==> src/fm_defs.svh <==
`ifndef FM_DEFS_SVH
`define FM_DEFS_SVH

// Channel slots in one frame
`define FM_CHANNELS 3

// Frames per timer B tick
`define FM_TB_PRESCALE 16

// Quarter-sine table entries
`define FM_SINE_SIZE 64

// Global registers
`define FM_REG_TA_HI 8'h24
`define FM_REG_TA_LO 8'h25
`define FM_REG_TB 8'h26
`define FM_REG_TCTRL 8'h27
`define FM_REG_KEY 8'h28

// Per-channel bases, channel index is added
`define FM_REG_FNUM_LO 8'hA0
`define FM_REG_FNUM_HI 8'hA4
`define FM_REG_TL 8'h40
`define FM_REG_PAN 8'hB4

`endif
==> src/fm_pkg.sv <==
package fm_pkg;

	// Configuration of one channel as seen by the phase stage
	typedef struct packed {
		logic [10:0] fnum;
		logic [2:0]  block;
		logic [6:0]  tl;
		logic        keyon;
		logic        pan_l;
		logic        pan_r;
		logic [1:0]  slot;
	} ch_cfg_t;

	// Payload travelling down the operator pipeline
	typedef struct packed {
		// Top bits of the phase accumulator
		logic [9:0] phase;
		logic [6:0] tl;
		logic       keyon;
		logic       pan_l;
		logic       pan_r;
		logic [1:0] slot;
	} slot_t;

	// Stereo output word
	typedef logic signed [11:0] sample_t;

endpackage

==> src/fm_synth.sv <==
`timescale 1ns/1ps
`include "fm_defs.svh"

module fm_synth (
	input  logic            clk,
	input  logic            rst,
	input  logic [7:0]      din,
	input  logic [1:0]      addr,
	input  logic            cs_n,
	input  logic            wr_n,
	output logic [7:0]      dout,
	output logic            irq_n,
	output fm_pkg::sample_t snd_left,
	output fm_pkg::sample_t snd_right,
	output logic            snd_sample
);

	import fm_pkg::*;

	localparam int PRESCALE_W = $clog2(`FM_TB_PRESCALE);

	ch_cfg_t           cfg;
	slot_t             ph_slot;
	slot_t             op_slot;
	logic signed [9:0] level;
	logic              frame;
	logic [9:0]        value_a;
	logic [7:0]        value_b;
	logic              load_a;
	logic              load_b;
	logic              clr_a;
	logic              clr_b;
	logic              flag_a;
	logic              flag_b;
	logic              tick_b;

	fm_regs u_regs (
		.clk     ( clk     ),
		.rst     ( rst     ),
		.din     ( din     ),
		.addr    ( addr    ),
		.cs_n    ( cs_n    ),
		.wr_n    ( wr_n    ),
		.flag_a  ( flag_a  ),
		.flag_b  ( flag_b  ),
		.dout    ( dout    ),
		.irq_n   ( irq_n   ),
		.frame   ( frame   ),
		.cfg     ( cfg     ),
		.value_a ( value_a ),
		.value_b ( value_b ),
		.load_a  ( load_a  ),
		.load_b  ( load_b  ),
		.clr_a   ( clr_a   ),
		.clr_b   ( clr_b   )
	);

	// Timer A ticks once per frame
	fm_timer #( .WIDTH(10) ) u_timer_a (
		.clk      ( clk     ),
		.rst      ( rst     ),
		.tick     ( frame   ),
		.load     ( load_a  ),
		.value    ( value_a ),
		.clr      ( clr_a   ),
		.flag     ( flag_a  ),
		.overflow (         )
	);

	// Free-running frame divider for timer B
	fm_timer #( .WIDTH(PRESCALE_W) ) u_prescale_b (
		.clk      ( clk    ),
		.rst      ( rst    ),
		.tick     ( frame  ),
		.load     ( 1'b1   ),
		.value    ( '0     ),
		.clr      ( 1'b0   ),
		.flag     (        ),
		.overflow ( tick_b )
	);

	fm_timer #( .WIDTH(8) ) u_timer_b (
		.clk      ( clk     ),
		.rst      ( rst     ),
		.tick     ( tick_b  ),
		.load     ( load_b  ),
		.value    ( value_b ),
		.clr      ( clr_b   ),
		.flag     ( flag_b  ),
		.overflow (         )
	);

	fm_phase u_phase (
		.clk  ( clk     ),
		.rst  ( rst     ),
		.cfg  ( cfg     ),
		.slot ( ph_slot )
	);

	fm_operator u_op (
		.clk      ( clk     ),
		.rst      ( rst     ),
		.slot_in  ( ph_slot ),
		.level    ( level   ),
		.slot_out ( op_slot )
	);

	fm_mixer u_mixer (
		.clk        ( clk        ),
		.rst        ( rst        ),
		.level      ( level      ),
		.slot       ( op_slot    ),
		.snd_left   ( snd_left   ),
		.snd_right  ( snd_right  ),
		.snd_sample ( snd_sample )
	);

endmodule

==> src/fm_mixer.sv <==
`timescale 1ns/1ps
`include "fm_defs.svh"

module fm_mixer (
	input  logic              clk,
	input  logic              rst,
	input  logic signed [9:0] level,
	input  fm_pkg::slot_t     slot,
	output fm_pkg::sample_t   snd_left,
	output fm_pkg::sample_t   snd_right,
	output logic              snd_sample
);

	import fm_pkg::*;

	logic signed [13:0] sum_l;
	logic signed [13:0] sum_r;
	logic signed [13:0] next_l;
	logic signed [13:0] next_r;
	logic               last;

	// Clip the wide sum into the 12-bit output range
	function automatic sample_t saturate(input logic signed [13:0] v);
		sample_t s;
		if (v > 14'sd2047) begin
			s = 12'h7FF;
		end else if (v < -14'sd2048) begin
			s = 12'h800;
		end else begin
			s = v[11:0];
		end
		return s;
	endfunction

	assign last   = slot.slot == 2'(`FM_CHANNELS - 1);
	assign next_l = sum_l + (slot.pan_l ? 14'(level) : 14'sd0);
	assign next_r = sum_r + (slot.pan_r ? 14'(level) : 14'sd0);

	always_ff @(posedge clk) begin
		if (rst) begin
			sum_l      <= '0;
			sum_r      <= '0;
			snd_left   <= '0;
			snd_right  <= '0;
			snd_sample <= 1'b0;
		end else begin
			snd_sample <= last;
			if (last) begin
				// Frame complete, publish and start over
				snd_left  <= saturate(next_l);
				snd_right <= saturate(next_r);
				sum_l     <= '0;
				sum_r     <= '0;
			end else begin
				sum_l <= next_l;
				sum_r <= next_r;
			end
		end
	end

endmodule

==> src/fm_operator.sv <==
`timescale 1ns/1ps
`include "fm_defs.svh"

module fm_operator (
	input  logic              clk,
	input  logic              rst,
	input  fm_pkg::slot_t     slot_in,
	output logic signed [9:0] level,
	output fm_pkg::slot_t     slot_out
);

	import fm_pkg::*;

	localparam int IDX_W = $clog2(`FM_SINE_SIZE);

	// First quarter of a sine, sampled at mid-points, peak 511
	localparam logic [8:0] SINE [`FM_SINE_SIZE] = '{
		9'd6,   9'd19,  9'd31,  9'd44,  9'd56,  9'd69,  9'd81,  9'd94,
		9'd106, 9'd118, 9'd130, 9'd142, 9'd154, 9'd166, 9'd178, 9'd190,
		9'd201, 9'd213, 9'd224, 9'd235, 9'd246, 9'd257, 9'd268, 9'd279,
		9'd289, 9'd299, 9'd309, 9'd319, 9'd329, 9'd338, 9'd348, 9'd357,
		9'd366, 9'd374, 9'd383, 9'd391, 9'd399, 9'd407, 9'd414, 9'd421,
		9'd428, 9'd435, 9'd441, 9'd448, 9'd454, 9'd459, 9'd465, 9'd470,
		9'd474, 9'd479, 9'd483, 9'd487, 9'd491, 9'd494, 9'd497, 9'd500,
		9'd502, 9'd505, 9'd506, 9'd508, 9'd509, 9'd510, 9'd511, 9'd511
	};

	logic [IDX_W-1:0] idx;
	logic [8:0]       tab_r;
	logic             sign_r;
	slot_t            slot_r;
	logic [8:0]       mag;

	// Odd quadrants read the table backwards
	assign idx = slot_in.phase[8] ? ~slot_in.phase[7 -: IDX_W] : slot_in.phase[7 -: IDX_W];

	always_ff @(posedge clk) begin
		if (rst) begin
			tab_r  <= '0;
			sign_r <= 1'b0;
			slot_r <= '0;
		end else begin
			tab_r  <= SINE[idx];
			// Second half of the cycle is negative
			sign_r <= slot_in.phase[9];
			slot_r <= slot_in;
		end
	end

	// Coarse attenuation, one halving per step of the top TL bits
	assign mag = tab_r >> slot_r.tl[6:4];

	always_ff @(posedge clk) begin
		if (rst) begin
			level    <= '0;
			slot_out <= '0;
		end else begin
			slot_out <= slot_r;
			if (!slot_r.keyon) begin
				level <= '0;
			end else if (sign_r) begin
				level <= -{1'b0, mag};
			end else begin
				level <= {1'b0, mag};
			end
		end
	end

endmodule

==> src/fm_phase.sv <==
`timescale 1ns/1ps
`include "fm_defs.svh"

module fm_phase (
	input  logic            clk,
	input  logic            rst,
	input  fm_pkg::ch_cfg_t cfg,
	output fm_pkg::slot_t   slot
);

	logic [19:0] acc [`FM_CHANNELS];
	logic [19:0] inc;
	logic [19:0] acc_next;

	// Block works as an octave shift of the frequency number
	assign inc = {9'd0, cfg.fnum} << cfg.block;

	// Keyed off channels restart from phase zero
	assign acc_next = cfg.keyon ? acc[cfg.slot] + inc : 20'd0;

	always_ff @(posedge clk) begin
		if (rst) begin
			for (int ch = 0; ch < `FM_CHANNELS; ch++) begin
				acc[ch] <= '0;
			end
		end else begin
			acc[cfg.slot] <= acc_next;
		end
	end

	always_ff @(posedge clk) begin
		if (rst) begin
			slot <= '0;
		end else begin
			slot.phase <= acc_next[19:10];
			slot.tl    <= cfg.tl;
			slot.keyon <= cfg.keyon;
			slot.pan_l <= cfg.pan_l;
			slot.pan_r <= cfg.pan_r;
			slot.slot  <= cfg.slot;
		end
	end

endmodule

==> src/fm_timer.sv <==
`timescale 1ns/1ps

module fm_timer #(
	parameter int WIDTH = 10
) (
	input  logic             clk,
	input  logic             rst,
	input  logic             tick,
	input  logic             load,
	input  logic [WIDTH-1:0] value,
	input  logic             clr,
	output logic             flag,
	output logic             overflow
);

	logic [WIDTH-1:0] cnt;
	logic             wrap;

	// Last count before the counter rolls over
	assign wrap = load && tick && cnt == '1;

	always_ff @(posedge clk) begin
		if (rst) begin
			cnt      <= '0;
			flag     <= 1'b0;
			overflow <= 1'b0;
		end else begin
			overflow <= wrap;
			// Stopped counter keeps tracking the start value
			if (!load || wrap) begin
				cnt <= value;
			end else if (tick) begin
				cnt <= cnt + 1'b1;
			end
			if (wrap) begin
				flag <= 1'b1;
			end else if (clr) begin
				flag <= 1'b0;
			end
		end
	end

endmodule

==> src/fm_regs.sv <==
`timescale 1ns/1ps
`include "fm_defs.svh"

module fm_regs (
	input  logic            clk,
	input  logic            rst,
	input  logic [7:0]      din,
	input  logic [1:0]      addr,
	input  logic            cs_n,
	input  logic            wr_n,
	input  logic            flag_a,
	input  logic            flag_b,
	output logic [7:0]      dout,
	output logic            irq_n,
	output logic            frame,
	output fm_pkg::ch_cfg_t cfg,
	output logic [9:0]      value_a,
	output logic [7:0]      value_b,
	output logic            load_a,
	output logic            load_b,
	output logic            clr_a,
	output logic            clr_b
);

	logic       write;
	logic       addr_wr;
	logic       data_wr;
	logic [7:0] reg_addr;
	logic [1:0] busy_cnt;
	logic       busy;
	logic       irq_en_a;
	logic       irq_en_b;
	logic [1:0] slot_cnt;

	// Channel register file
	logic [7:0] fnum_lo [`FM_CHANNELS];
	logic [2:0] fnum_hi [`FM_CHANNELS];
	logic [2:0] block   [`FM_CHANNELS];
	logic [6:0] tl      [`FM_CHANNELS];
	logic       keyon   [`FM_CHANNELS];
	logic       pan_l   [`FM_CHANNELS];
	logic       pan_r   [`FM_CHANNELS];

	assign write   = !cs_n && !wr_n;
	assign addr_wr = write && addr == 2'd0;
	assign data_wr = write && addr == 2'd1;

	always_ff @(posedge clk) begin
		if (rst) begin
			reg_addr <= '0;
		end else if (addr_wr) begin
			reg_addr <= din;
		end
	end

	// Busy holds for three clocks after each data write
	always_ff @(posedge clk) begin
		if (rst) begin
			busy_cnt <= '0;
		end else if (data_wr) begin
			busy_cnt <= 2'd3;
		end else if (busy_cnt != 2'd0) begin
			busy_cnt <= busy_cnt - 2'd1;
		end
	end

	assign busy = busy_cnt != 2'd0;

	// Timer values and control
	always_ff @(posedge clk) begin
		if (rst) begin
			value_a  <= '0;
			value_b  <= '0;
			load_a   <= 1'b0;
			load_b   <= 1'b0;
			irq_en_a <= 1'b0;
			irq_en_b <= 1'b0;
			clr_a    <= 1'b0;
			clr_b    <= 1'b0;
		end else begin
			clr_a <= 1'b0;
			clr_b <= 1'b0;
			if (data_wr) begin
				case (reg_addr)
					`FM_REG_TA_HI: value_a[9:2] <= din;
					`FM_REG_TA_LO: value_a[1:0] <= din[1:0];
					`FM_REG_TB:    value_b <= din;
					`FM_REG_TCTRL: begin
						load_a   <= din[0];
						load_b   <= din[1];
						irq_en_a <= din[2];
						irq_en_b <= din[3];
						// Flag reset bits only pulse
						clr_a    <= din[4];
						clr_b    <= din[5];
					end
					default: ;
				endcase
			end
		end
	end

	always_ff @(posedge clk) begin
		if (rst) begin
			for (int ch = 0; ch < `FM_CHANNELS; ch++) begin
				fnum_lo[ch] <= '0;
				fnum_hi[ch] <= '0;
				block[ch]   <= '0;
				tl[ch]      <= '0;
				keyon[ch]   <= 1'b0;
				pan_l[ch]   <= 1'b1;
				pan_r[ch]   <= 1'b1;
			end
		end else if (data_wr) begin
			for (int ch = 0; ch < `FM_CHANNELS; ch++) begin
				if (reg_addr == 8'(`FM_REG_FNUM_LO + ch)) begin
					fnum_lo[ch] <= din;
				end
				if (reg_addr == 8'(`FM_REG_FNUM_HI + ch)) begin
					fnum_hi[ch] <= din[2:0];
					block[ch]   <= din[5:3];
				end
				if (reg_addr == 8'(`FM_REG_TL + ch)) begin
					tl[ch] <= din[6:0];
				end
				if (reg_addr == 8'(`FM_REG_PAN + ch)) begin
					pan_l[ch] <= din[7];
					pan_r[ch] <= din[6];
				end
				// Key register, channel in the low bits, operator mask above
				if (reg_addr == `FM_REG_KEY && din[1:0] == 2'(ch)) begin
					keyon[ch] <= |din[7:4];
				end
			end
		end
	end

	always_ff @(posedge clk) begin
		if (rst) begin
			slot_cnt <= '0;
		end else if (slot_cnt == 2'(`FM_CHANNELS - 1)) begin
			slot_cnt <= '0;
		end else begin
			slot_cnt <= slot_cnt + 2'd1;
		end
	end

	assign frame = slot_cnt == 2'd0;

	always_comb begin
		cfg.fnum  = {fnum_hi[slot_cnt], fnum_lo[slot_cnt]};
		cfg.block = block[slot_cnt];
		cfg.tl    = tl[slot_cnt];
		cfg.keyon = keyon[slot_cnt];
		cfg.pan_l = pan_l[slot_cnt];
		cfg.pan_r = pan_r[slot_cnt];
		cfg.slot  = slot_cnt;
	end

	assign dout  = {busy, 5'd0, flag_b, flag_a};
	assign irq_n = !((flag_a && irq_en_a) || (flag_b && irq_en_b));

endmodule

==> config.mk <==
export PLATFORM = sky130hd
export DESIGN_NAME = fm_synth
export DESIGN_NICKNAME = d
export VERILOG_FILES = /design/src/fm_pkg.sv /design/src/fm_synth.sv /design/src/fm_mixer.sv /design/src/fm_operator.sv /design/src/fm_phase.sv /design/src/fm_timer.sv /design/src/fm_regs.sv
export VERILOG_INCLUDE_DIRS = /design/src
export SDC_FILE = /design/constraint.sdc
export NUM_CORES = 1
export LEC_CHECK = 0
export ABC_CLOCK_PERIOD_IN_PS = 10720
export CELL_PAD_IN_SITES_DETAIL_PLACEMENT = 0
export CELL_PAD_IN_SITES_GLOBAL_PLACEMENT = 1
export CORE_ASPECT_RATIO = 1.25
export CORE_MARGIN = 1.5
export CORE_UTILIZATION = 35
export CTS_CLUSTER_DIAMETER = 50
export DETAILED_ROUTE_END_ITERATION = 16
export DONT_BUFFER_PORTS = 1
export HOLD_SLACK_MARGIN = 0.05
export PLACE_DENSITY = 0.56
export SLEW_MARGIN = 20
export SYNTH_ARGS = -nofsm -noshare
export SYNTH_HDL_FRONTEND = slang
export SYNTH_HIERARCHICAL = 1
export SYNTH_SLANG_ARGS = --single-unit
==> constraint.sdc <==
create_clock -name clk -period 10.72 [get_ports clk]
set_input_delay 2.144 -clock clk [delete_from_list [all_inputs] [get_ports clk]]
set_output_delay 2.144 -clock clk [all_outputs]
set_load 0.005 [all_outputs]
==> results of run 1 <==
power groups by stage:
stage | registers [mW] | clock network (mW) | logic, mW
detailed placement | 1.37 | 0 | 0.902
global route | 1.35 | 1.35 | 0.999
floorplan | 1.35 | 0 | 0.704
CTS | 1.35 | 1.31 | 0.907
finish | 1.34 | 1.26 | 0.896
global placement | 1.37 | 0 | 0.904
state kept, by name, indices dropped and copies added, names as in the netlist, 10 cells and up:
name,flops
u_phase/slot,16
u_op/level,10
u_mixer/snd_right,12
u_mixer/sum_r,14
u_regs/fnum_lo,24
u_timer_a/cnt,10
u_mixer/snd_left,12
u_regs/value_a,10
u_phase/acc,80
u_mixer/sum_l,14
worst reg2reg max path: stages (launching register included):
cell	delay, ps
dfxtp_2	310
buf_4	660
mux2i_1	170
o21ai_1	840
mux2_2	440
o21ai_0	220
mux2i_1	120
ha_1	360
a21oi_1	160
o21ai_0	150
a21boi_0	390
a21oi_1	190
or3_1	430
and3_1	200
worst max path at each step:
stage | start | end | slack, ps
4_1_cts | u_regs/slot_cnt[0] | u_phase/acc[2][16] | 5600
3_5_place_dp | u_regs/slot_cnt[0] | u_phase/acc[2][16] | 5650
6_report | u_regs/slot_cnt[0] | u_phase/acc[3][15] | 5820
2_1_floorplan | cs_n | u_regs/fnum_lo[2][0] | 6270
3_3_place_gp | u_regs/slot_cnt[0] | u_phase/acc[3][15] | 5720
5_1_grt | u_regs/slot_cnt[0] | u_phase/acc[3][15] | 5350
stage by stage:
step,worst slack [ps],std cells
2_1_floorplan,6270,1638
3_3_place_gp,5720,2142
3_5_place_dp,5650,2142
4_1_cts,5600,2213
5_1_grt,5350,2213
6_report,5820,2213
per-layer routing:
metal | GRT usage | part of all wire | up-vias | routed length [um]
met5 | 0 | 0 | - | 0
met4 | 0.0550 | 0.026 | 0 | 1050
met3 | 0.0291 | 0.033 | 60 | 1330
met2 | 0.312 | 0.52 | 171 | 21200
met1 | 0.203 | 0.42 | 5692 | 17200
li1 | - | - | 5838 | -
layout by cell type, fill, tap and decap left out, types with 8 or more instances in the layout:
| master | count |
|---|---|
| mux2i_1 | 75 |
| nand2b_1 | 26 |
| xnor2_1 | 26 |
| a21o_1 | 18 |
| edfxtp_1 | 140 |
| or4_1 | 8 |
| or3_1 | 8 |
| nor3_1 | 22 |
| inv_1 | 55 |
| and3_1 | 31 |
| nand4_1 | 9 |
| dfxtp_1 | 160 |
| a31oi_1 | 18 |
| a21oi_1 | 53 |
| and2_1 | 31 |
| o31ai_1 | 9 |
| nand2_1 | 166 |
| nand3_1 | 31 |
| nor2b_1 | 31 |
| clkbuf_16 | 40 |
| buf_4 | 15 |
| o311ai_1 | 8 |
| a22oi_1 | 8 |
| nor4_1 | 9 |
| conb_1 | 11 |
| a211oi_1 | 16 |
| xor2_1 | 29 |
| ha_1 | 55 |
| o311ai_2 | 10 |
| mux4_2 | 24 |
| o211ai_1 | 12 |
| clkbuf_1 | 9 |
| o21a_1 | 11 |
| o21ai_0 | 72 |
| mux2_2 | 8 |
| nor2_1 | 184 |
final cells by class:
| cell class | instances | area (um^2) | share of cell area |
|---|---|---|---|
| clock inverter | 19 | 174 | 0.00962 |
| clock buffer | 52 | 1080 | 0.0595 |
| tap | 585 | 732 | 0.0405 |
| sequential | 302 | 7450 | 0.412 |
| timing repair buffer | 15 | 113 | 0.00623 |
| inverter | 58 | 218 | 0.0120 |
| multi-input combinational | 1182 | 8320 | 0.460 |
==> impl_results.md, run 1 <==
- Worst endpoint required time: 11,020 ps
- Combinational share of power: 0.256
- CP Max Fanout: 45
- DR WL/cell: 18.4 um
- CP cell instances: buf_4 > mux2i_1 > o21ai_1 > mux2_2 > o21ai_0 > mux2i_1 > ha_1 > a21oi_1 > o21ai_0 > a21boi_0 > a21oi_1 > or3_1 > and3_1
- Count of TritonRoute iterations in the first routing pass: 5
- Pins Over Slew Limit: 0
- Max-cap violations: 0
- Total grt overflow: 0
- DRC: 0
- PostCTS Resize Cnt: 0
- Die width: 197 um
- Worst Path Buf+Inv: 1
- Dpl hpwl: 28,100 um
- Clock buffer depth: 3
- Initial antenna violation count: 2
- Final TNS setup: 0 ps
- R2R Setup Slk: 5820 ps
- Fin util: 0.391
- Fmax: 204 MHz
- H-tree depth: 2
- CP max stage delay: 840 ps
- Filler instances: 4,582
- Synth Cell Area: 16,400 um^2
- Final period utilization: 0.457
- CTS Sinks: 302
- Synthesis Warnings: 6
- Fin nets: 1,670
- Initial core utilization: 0.355
- Core Area: 46,200 um^2
- Crit. path cell count: 13
- PwrDens: 194 nW/um^2
- Switch Pwr: 1.13 mW
- Avg Vias per Cell: 5.31
- Worst reg-to-reg path cell count: 13
- Routed Antenna Nets: 0
- HP Start: u_op/slot_r[1]
- Sw Share: 0.322
- Vias in the first global route: 11,800
- Num CTS Buffers: 39
- Worst r2r dst: u_phase/acc[3][15]
- Global-route wire length before repair: 65,000 um
- Hold path depth: 1
- Crit path arrival time: 5200 ps
- Status: complete, no violations
- Die height: 245 um
- Hold slack: 434 ps
- Syn Area/Cell: 10.1 um^2
- Fin. Hold Viols: 0
- Setup violators final: 0
- Worst-margin pin slew: 1150 ps
- Die ar.: 48,200 um^2
- Clock share of power: 0.360
- Area growth syn-to-layout: 10.2%
- Sequential share of power: 0.384
- Initial DRC Count: 602
- RSZ-0062 raised after global routing: false
- GP Congestion: 0.819
- Final setup skew: 21.8 ps
- Row Count: 88
- Clock Pin Slew Worst Setup and Hold Paths: 60 ps
- Delay-heaviest family, CP: compound AO/OA/AOI/OAI gates
- Min Tclk post-route: 4900 ps
- Ratio of cells with drive above 1 in the final layout: 0.113
- Top-level I/O count: 48
- Placed cell areas: 16,800 um^2
- Total GRT Usage: 0.171
- Setup bufs post-CTS: 0
- TritonCTS clock tree: done
- Overall Power: 3.50 mW
- Worst setup SP type: register
- Crit-path slowest cell: o21ai_1
- Hold buffer count at cts: 0
- Worst Setup End Kind: register
- Crit path kind: register to register
- # diodes: 0
- PortBufs: 0
- Internal: 2.37 mW
- Clk_lat worst skew: 560 ps
- Final Instance Area: 18,100 um^2
- Relative slew margins: 0.229
- Clk Tree Root Cell: clkbuf_16
- Synth Instances: 1,630
- WL final: 40,700 um
- Largest net degree at the start of global routing: 84
- Peak supply drop: 118 uV
- Vias: 11,800
- Leak pwr: 6.94 nW
- Critical register-to-register path startpoint: u_regs/slot_cnt[0]
- Worst hold endpoint: u_op/slot_out[1]
- Hold Path Class: register to register
Power figures use the tool's default switching activity.
==> run 2: changes to the inputs <==
- ABC_AREA: unset -> 1
- ABC_CLOCK_PERIOD_IN_PS: 10720 -> 4800
- PLACE_DENSITY: 0.56 -> 0.59
- clock period: 10.72 -> 4.8 ns (I/O delays scaled with it)
==> run 2 against run 1 <==
Global-route usage is 0.78 points higher. Largest cell class unchanged. Cell count is 32% higher. Synthesized cell count is 39% higher. Synthesized area is 4.1% higher. Routed wire length is 8.9% higher. Clock power is 150% higher.
==> impl_results.md, run 2 <==
- Die width: 201 um (+2.0%)
- Final TNS setup: 0 ps (unchanged)
- HP Start: u_phase/slot[11]
- Max reg flops: 80 (unchanged)
- Vias in the first global route: 13,800 (+17%)
- Worst Setup Slack, final: 625 ps (-5200 ps)
- Biggest register: u_phase/acc
- Status: complete, no violations
- RSZ-0062 raised after global routing: false
- Setup violators final: 0 (unchanged)
- Initial core utilization: 0.354 (-0.000424)
- Num CTS Buffers: 41 (+5.1%)
- Min Tclk post-route: 4180 ps (-722 ps)
- WL final: 44,400 um (+8.9%)
- Crit path kind: register to register
- Synth Instances: 2,269 (+39%)
- Initial DRC Count: 711 (+18%)
- Hold buffer count at cts: 0 (unchanged)
- Final period utilization: 0.870 (+0.413)
- CTS Sinks: 302 (unchanged)
- Largest net degree at the start of global routing: 82 (-2.4%)
- Count of TritonRoute iterations in the first routing pass: 5 (unchanged)
- Avg Vias per Cell: 4.75 (-11%)
- Total GRT Usage: 0.179 (+0.00778)
- Setup bufs post-CTS: 0 (unchanged)
- Clock Pin Slew Worst Setup and Hold Paths: 60 ps (about the same)
- Vias: 13,900 (+18%)
- Fin util: 0.392 (+0.00156)
- Fin. Hold Viols: 0 (unchanged)
- Area growth syn-to-layout: 10.8%
- Clk Tree Root Cell: clkbuf_16
- Final setup skew: 18.9 ps (-2.96 ps)
- DRC: 0 (unchanged)
- Pins Over Slew Limit: 0 (unchanged)
- Row Count: 90 (+2.3%)
- Top-level I/O count: 48 (unchanged)
- Worst Path Buf+Inv: 2 (+1)
- Fin nets: 2,325 (+39%)
- Most frequent cells in the layout: 623 x nand2_1, 271 x nor2_1, 254 x inv_1, 181 x nand3_1, 162 x dfxtp_1
- PwrDens: 458 nW/um^2 (+140%)
- Synth Cell Area: 17,100 um^2 (+4.1%)
- Placement Setup Slack: 590 ps (-5060 ps)
- Largest registers: u_phase/acc x80, u_regs/fnum_lo x24, u_phase/slot x16
- Dpl hpwl: 31,900 um (+14%)
- Core Area: 48,200 um^2 (+4.2%)
- PortBufs: 0 (unchanged)
- PostCTS Resize Cnt: 0 (unchanged)
- Ratio of cells with drive above 1 in the final layout: 0.105 (-0.00847)
- Delay-heaviest family, CP: compound AO/OA/AOI/OAI gates
- Hold Path Class: register to register
- GP Congestion: 0.803 (-2.0%)
- Crit-path slowest cell: a21oi_1
- Worst Setup End Kind: register
- Die height: 250 um (+2.0%)
- Worst endpoint required time: 5060 ps (-5960 ps)
- Clock buffer depth: 3 (unchanged)
- Commonest non-fill, non-tap cell in the layout: nand2_1
- # diodes: 0 (unchanged)
- Worst setup SP type: register
- Clk_lat worst skew: 560 ps (about the same)
- CP max stage delay: 620 ps (-220 ps)
- DR WL/cell: 15.2 um (-18%)
- Peak supply drop: 295 uV (+150%)
- Initial antenna violation count: 0 (-2)
- Total grt overflow: 0 (unchanged)
- Max-cap violations: 0 (unchanged)
- Most common cell on crit path: nand2_1
- H-tree depth: 2 (unchanged)
- Leak pwr: 8.54 nW (+23%)
- Global-route wire length before repair: 72,200 um (+11%)
- Routed Antenna Nets: 0 (unchanged)
- CP Launch Point: u_regs/slot_cnt[0]
- CP cell instances: inv_2 > nand2_1 > a21oi_1 > inv_1 > o21ai_0 > mux2i_1 > ha_1 > nand2_2 > nor2_2 > nand3_1 > nand3_1 > nand2_1 > nand2_1 > nand2_1 > nand3_2 > nor2_1
- Die ar.: 50,100 um^2 (+4.0%)
- CP Max Fanout: 22 (-51%)
- Critical register-to-register path startpoint: u_regs/slot_cnt[0]
- Worst-margin pin slew: 1060 ps (-84.1 ps)
- Fmax: 240 MHz (+17%)
- Syn Area/Cell: 7.53 um^2 (-25%)
- Crit path arrival time: 4430 ps (-770 ps)
- Relative slew margins: 0.289 (+0.0602)
- Synthesis Warnings: 6 (unchanged)
- TritonCTS clock tree: done
[run 2: worst paths after layout]
kind / to / slack [ps] / depth (start not counted)
min reg2reg: u_op/slot_r[11] / 390 / 2
min: u_op/slot_r[11] / 390 / 2
max reg2reg: u_phase/acc[2][19] / 620 / 16
max: u_phase/acc[2][19] / 620 / 16
[run 2: report_power, final]
part | total [mW] | switching (mW) | internal [mW] | leakage (nW)
Sequential | 3.03 | 0.0935 | 2.93 | 2.74
Combinational | 2.53 | 1.77 | 0.763 | 5.12
Clock | 3.11 | 1.21 | 1.90 | 0.672
Total | 8.66 | 3.07 | 5.59 | 8.54
[run 2: final cells by class]
cell class,count,area [um^2]
Clock buffer,52,1160
Clock inverter,24,243
Fill cell,5107,29300
Inverter,290,1100
Multi-Input combinational cell,1604,8060
Sequential cell,302,7450
Tap cell,644,806
Timing Repair Buffer,14,105
[run 2: through the flow]
stage	cell area, um^2	total power [mW]	hold slack (ps)	cells
6_report	18900	8.66	391	2930
5_1_grt	18900	9.24	415	2930
4_1_cts	18900	8.78	394	2930
3_5_place_dp	17500	5.62	395	2854
3_3_place_gp	17500	5.62	394	2854
2_1_floorplan	17100	4.99	388	2281
[run 2: layer usage]
| layer | up-vias | wire (um) | GRT usage |
|---|---|---|---|
| met3 | 65 | 1530 | 0.0306 |
| met1 | 6424 | 19700 | 0.216 |
| met5 | - | 0 | 0 |
| met2 | 171 | 22200 | 0.324 |
| li1 | 7253 | - | - |
| met4 | 0 | 1020 | 0.0533 |
[run 2: tightest hold or removal path, cell delays in order, from the launching register on]
cell	delay, ps
dfxtp_1	290
inv_1	40
nor2_1	30
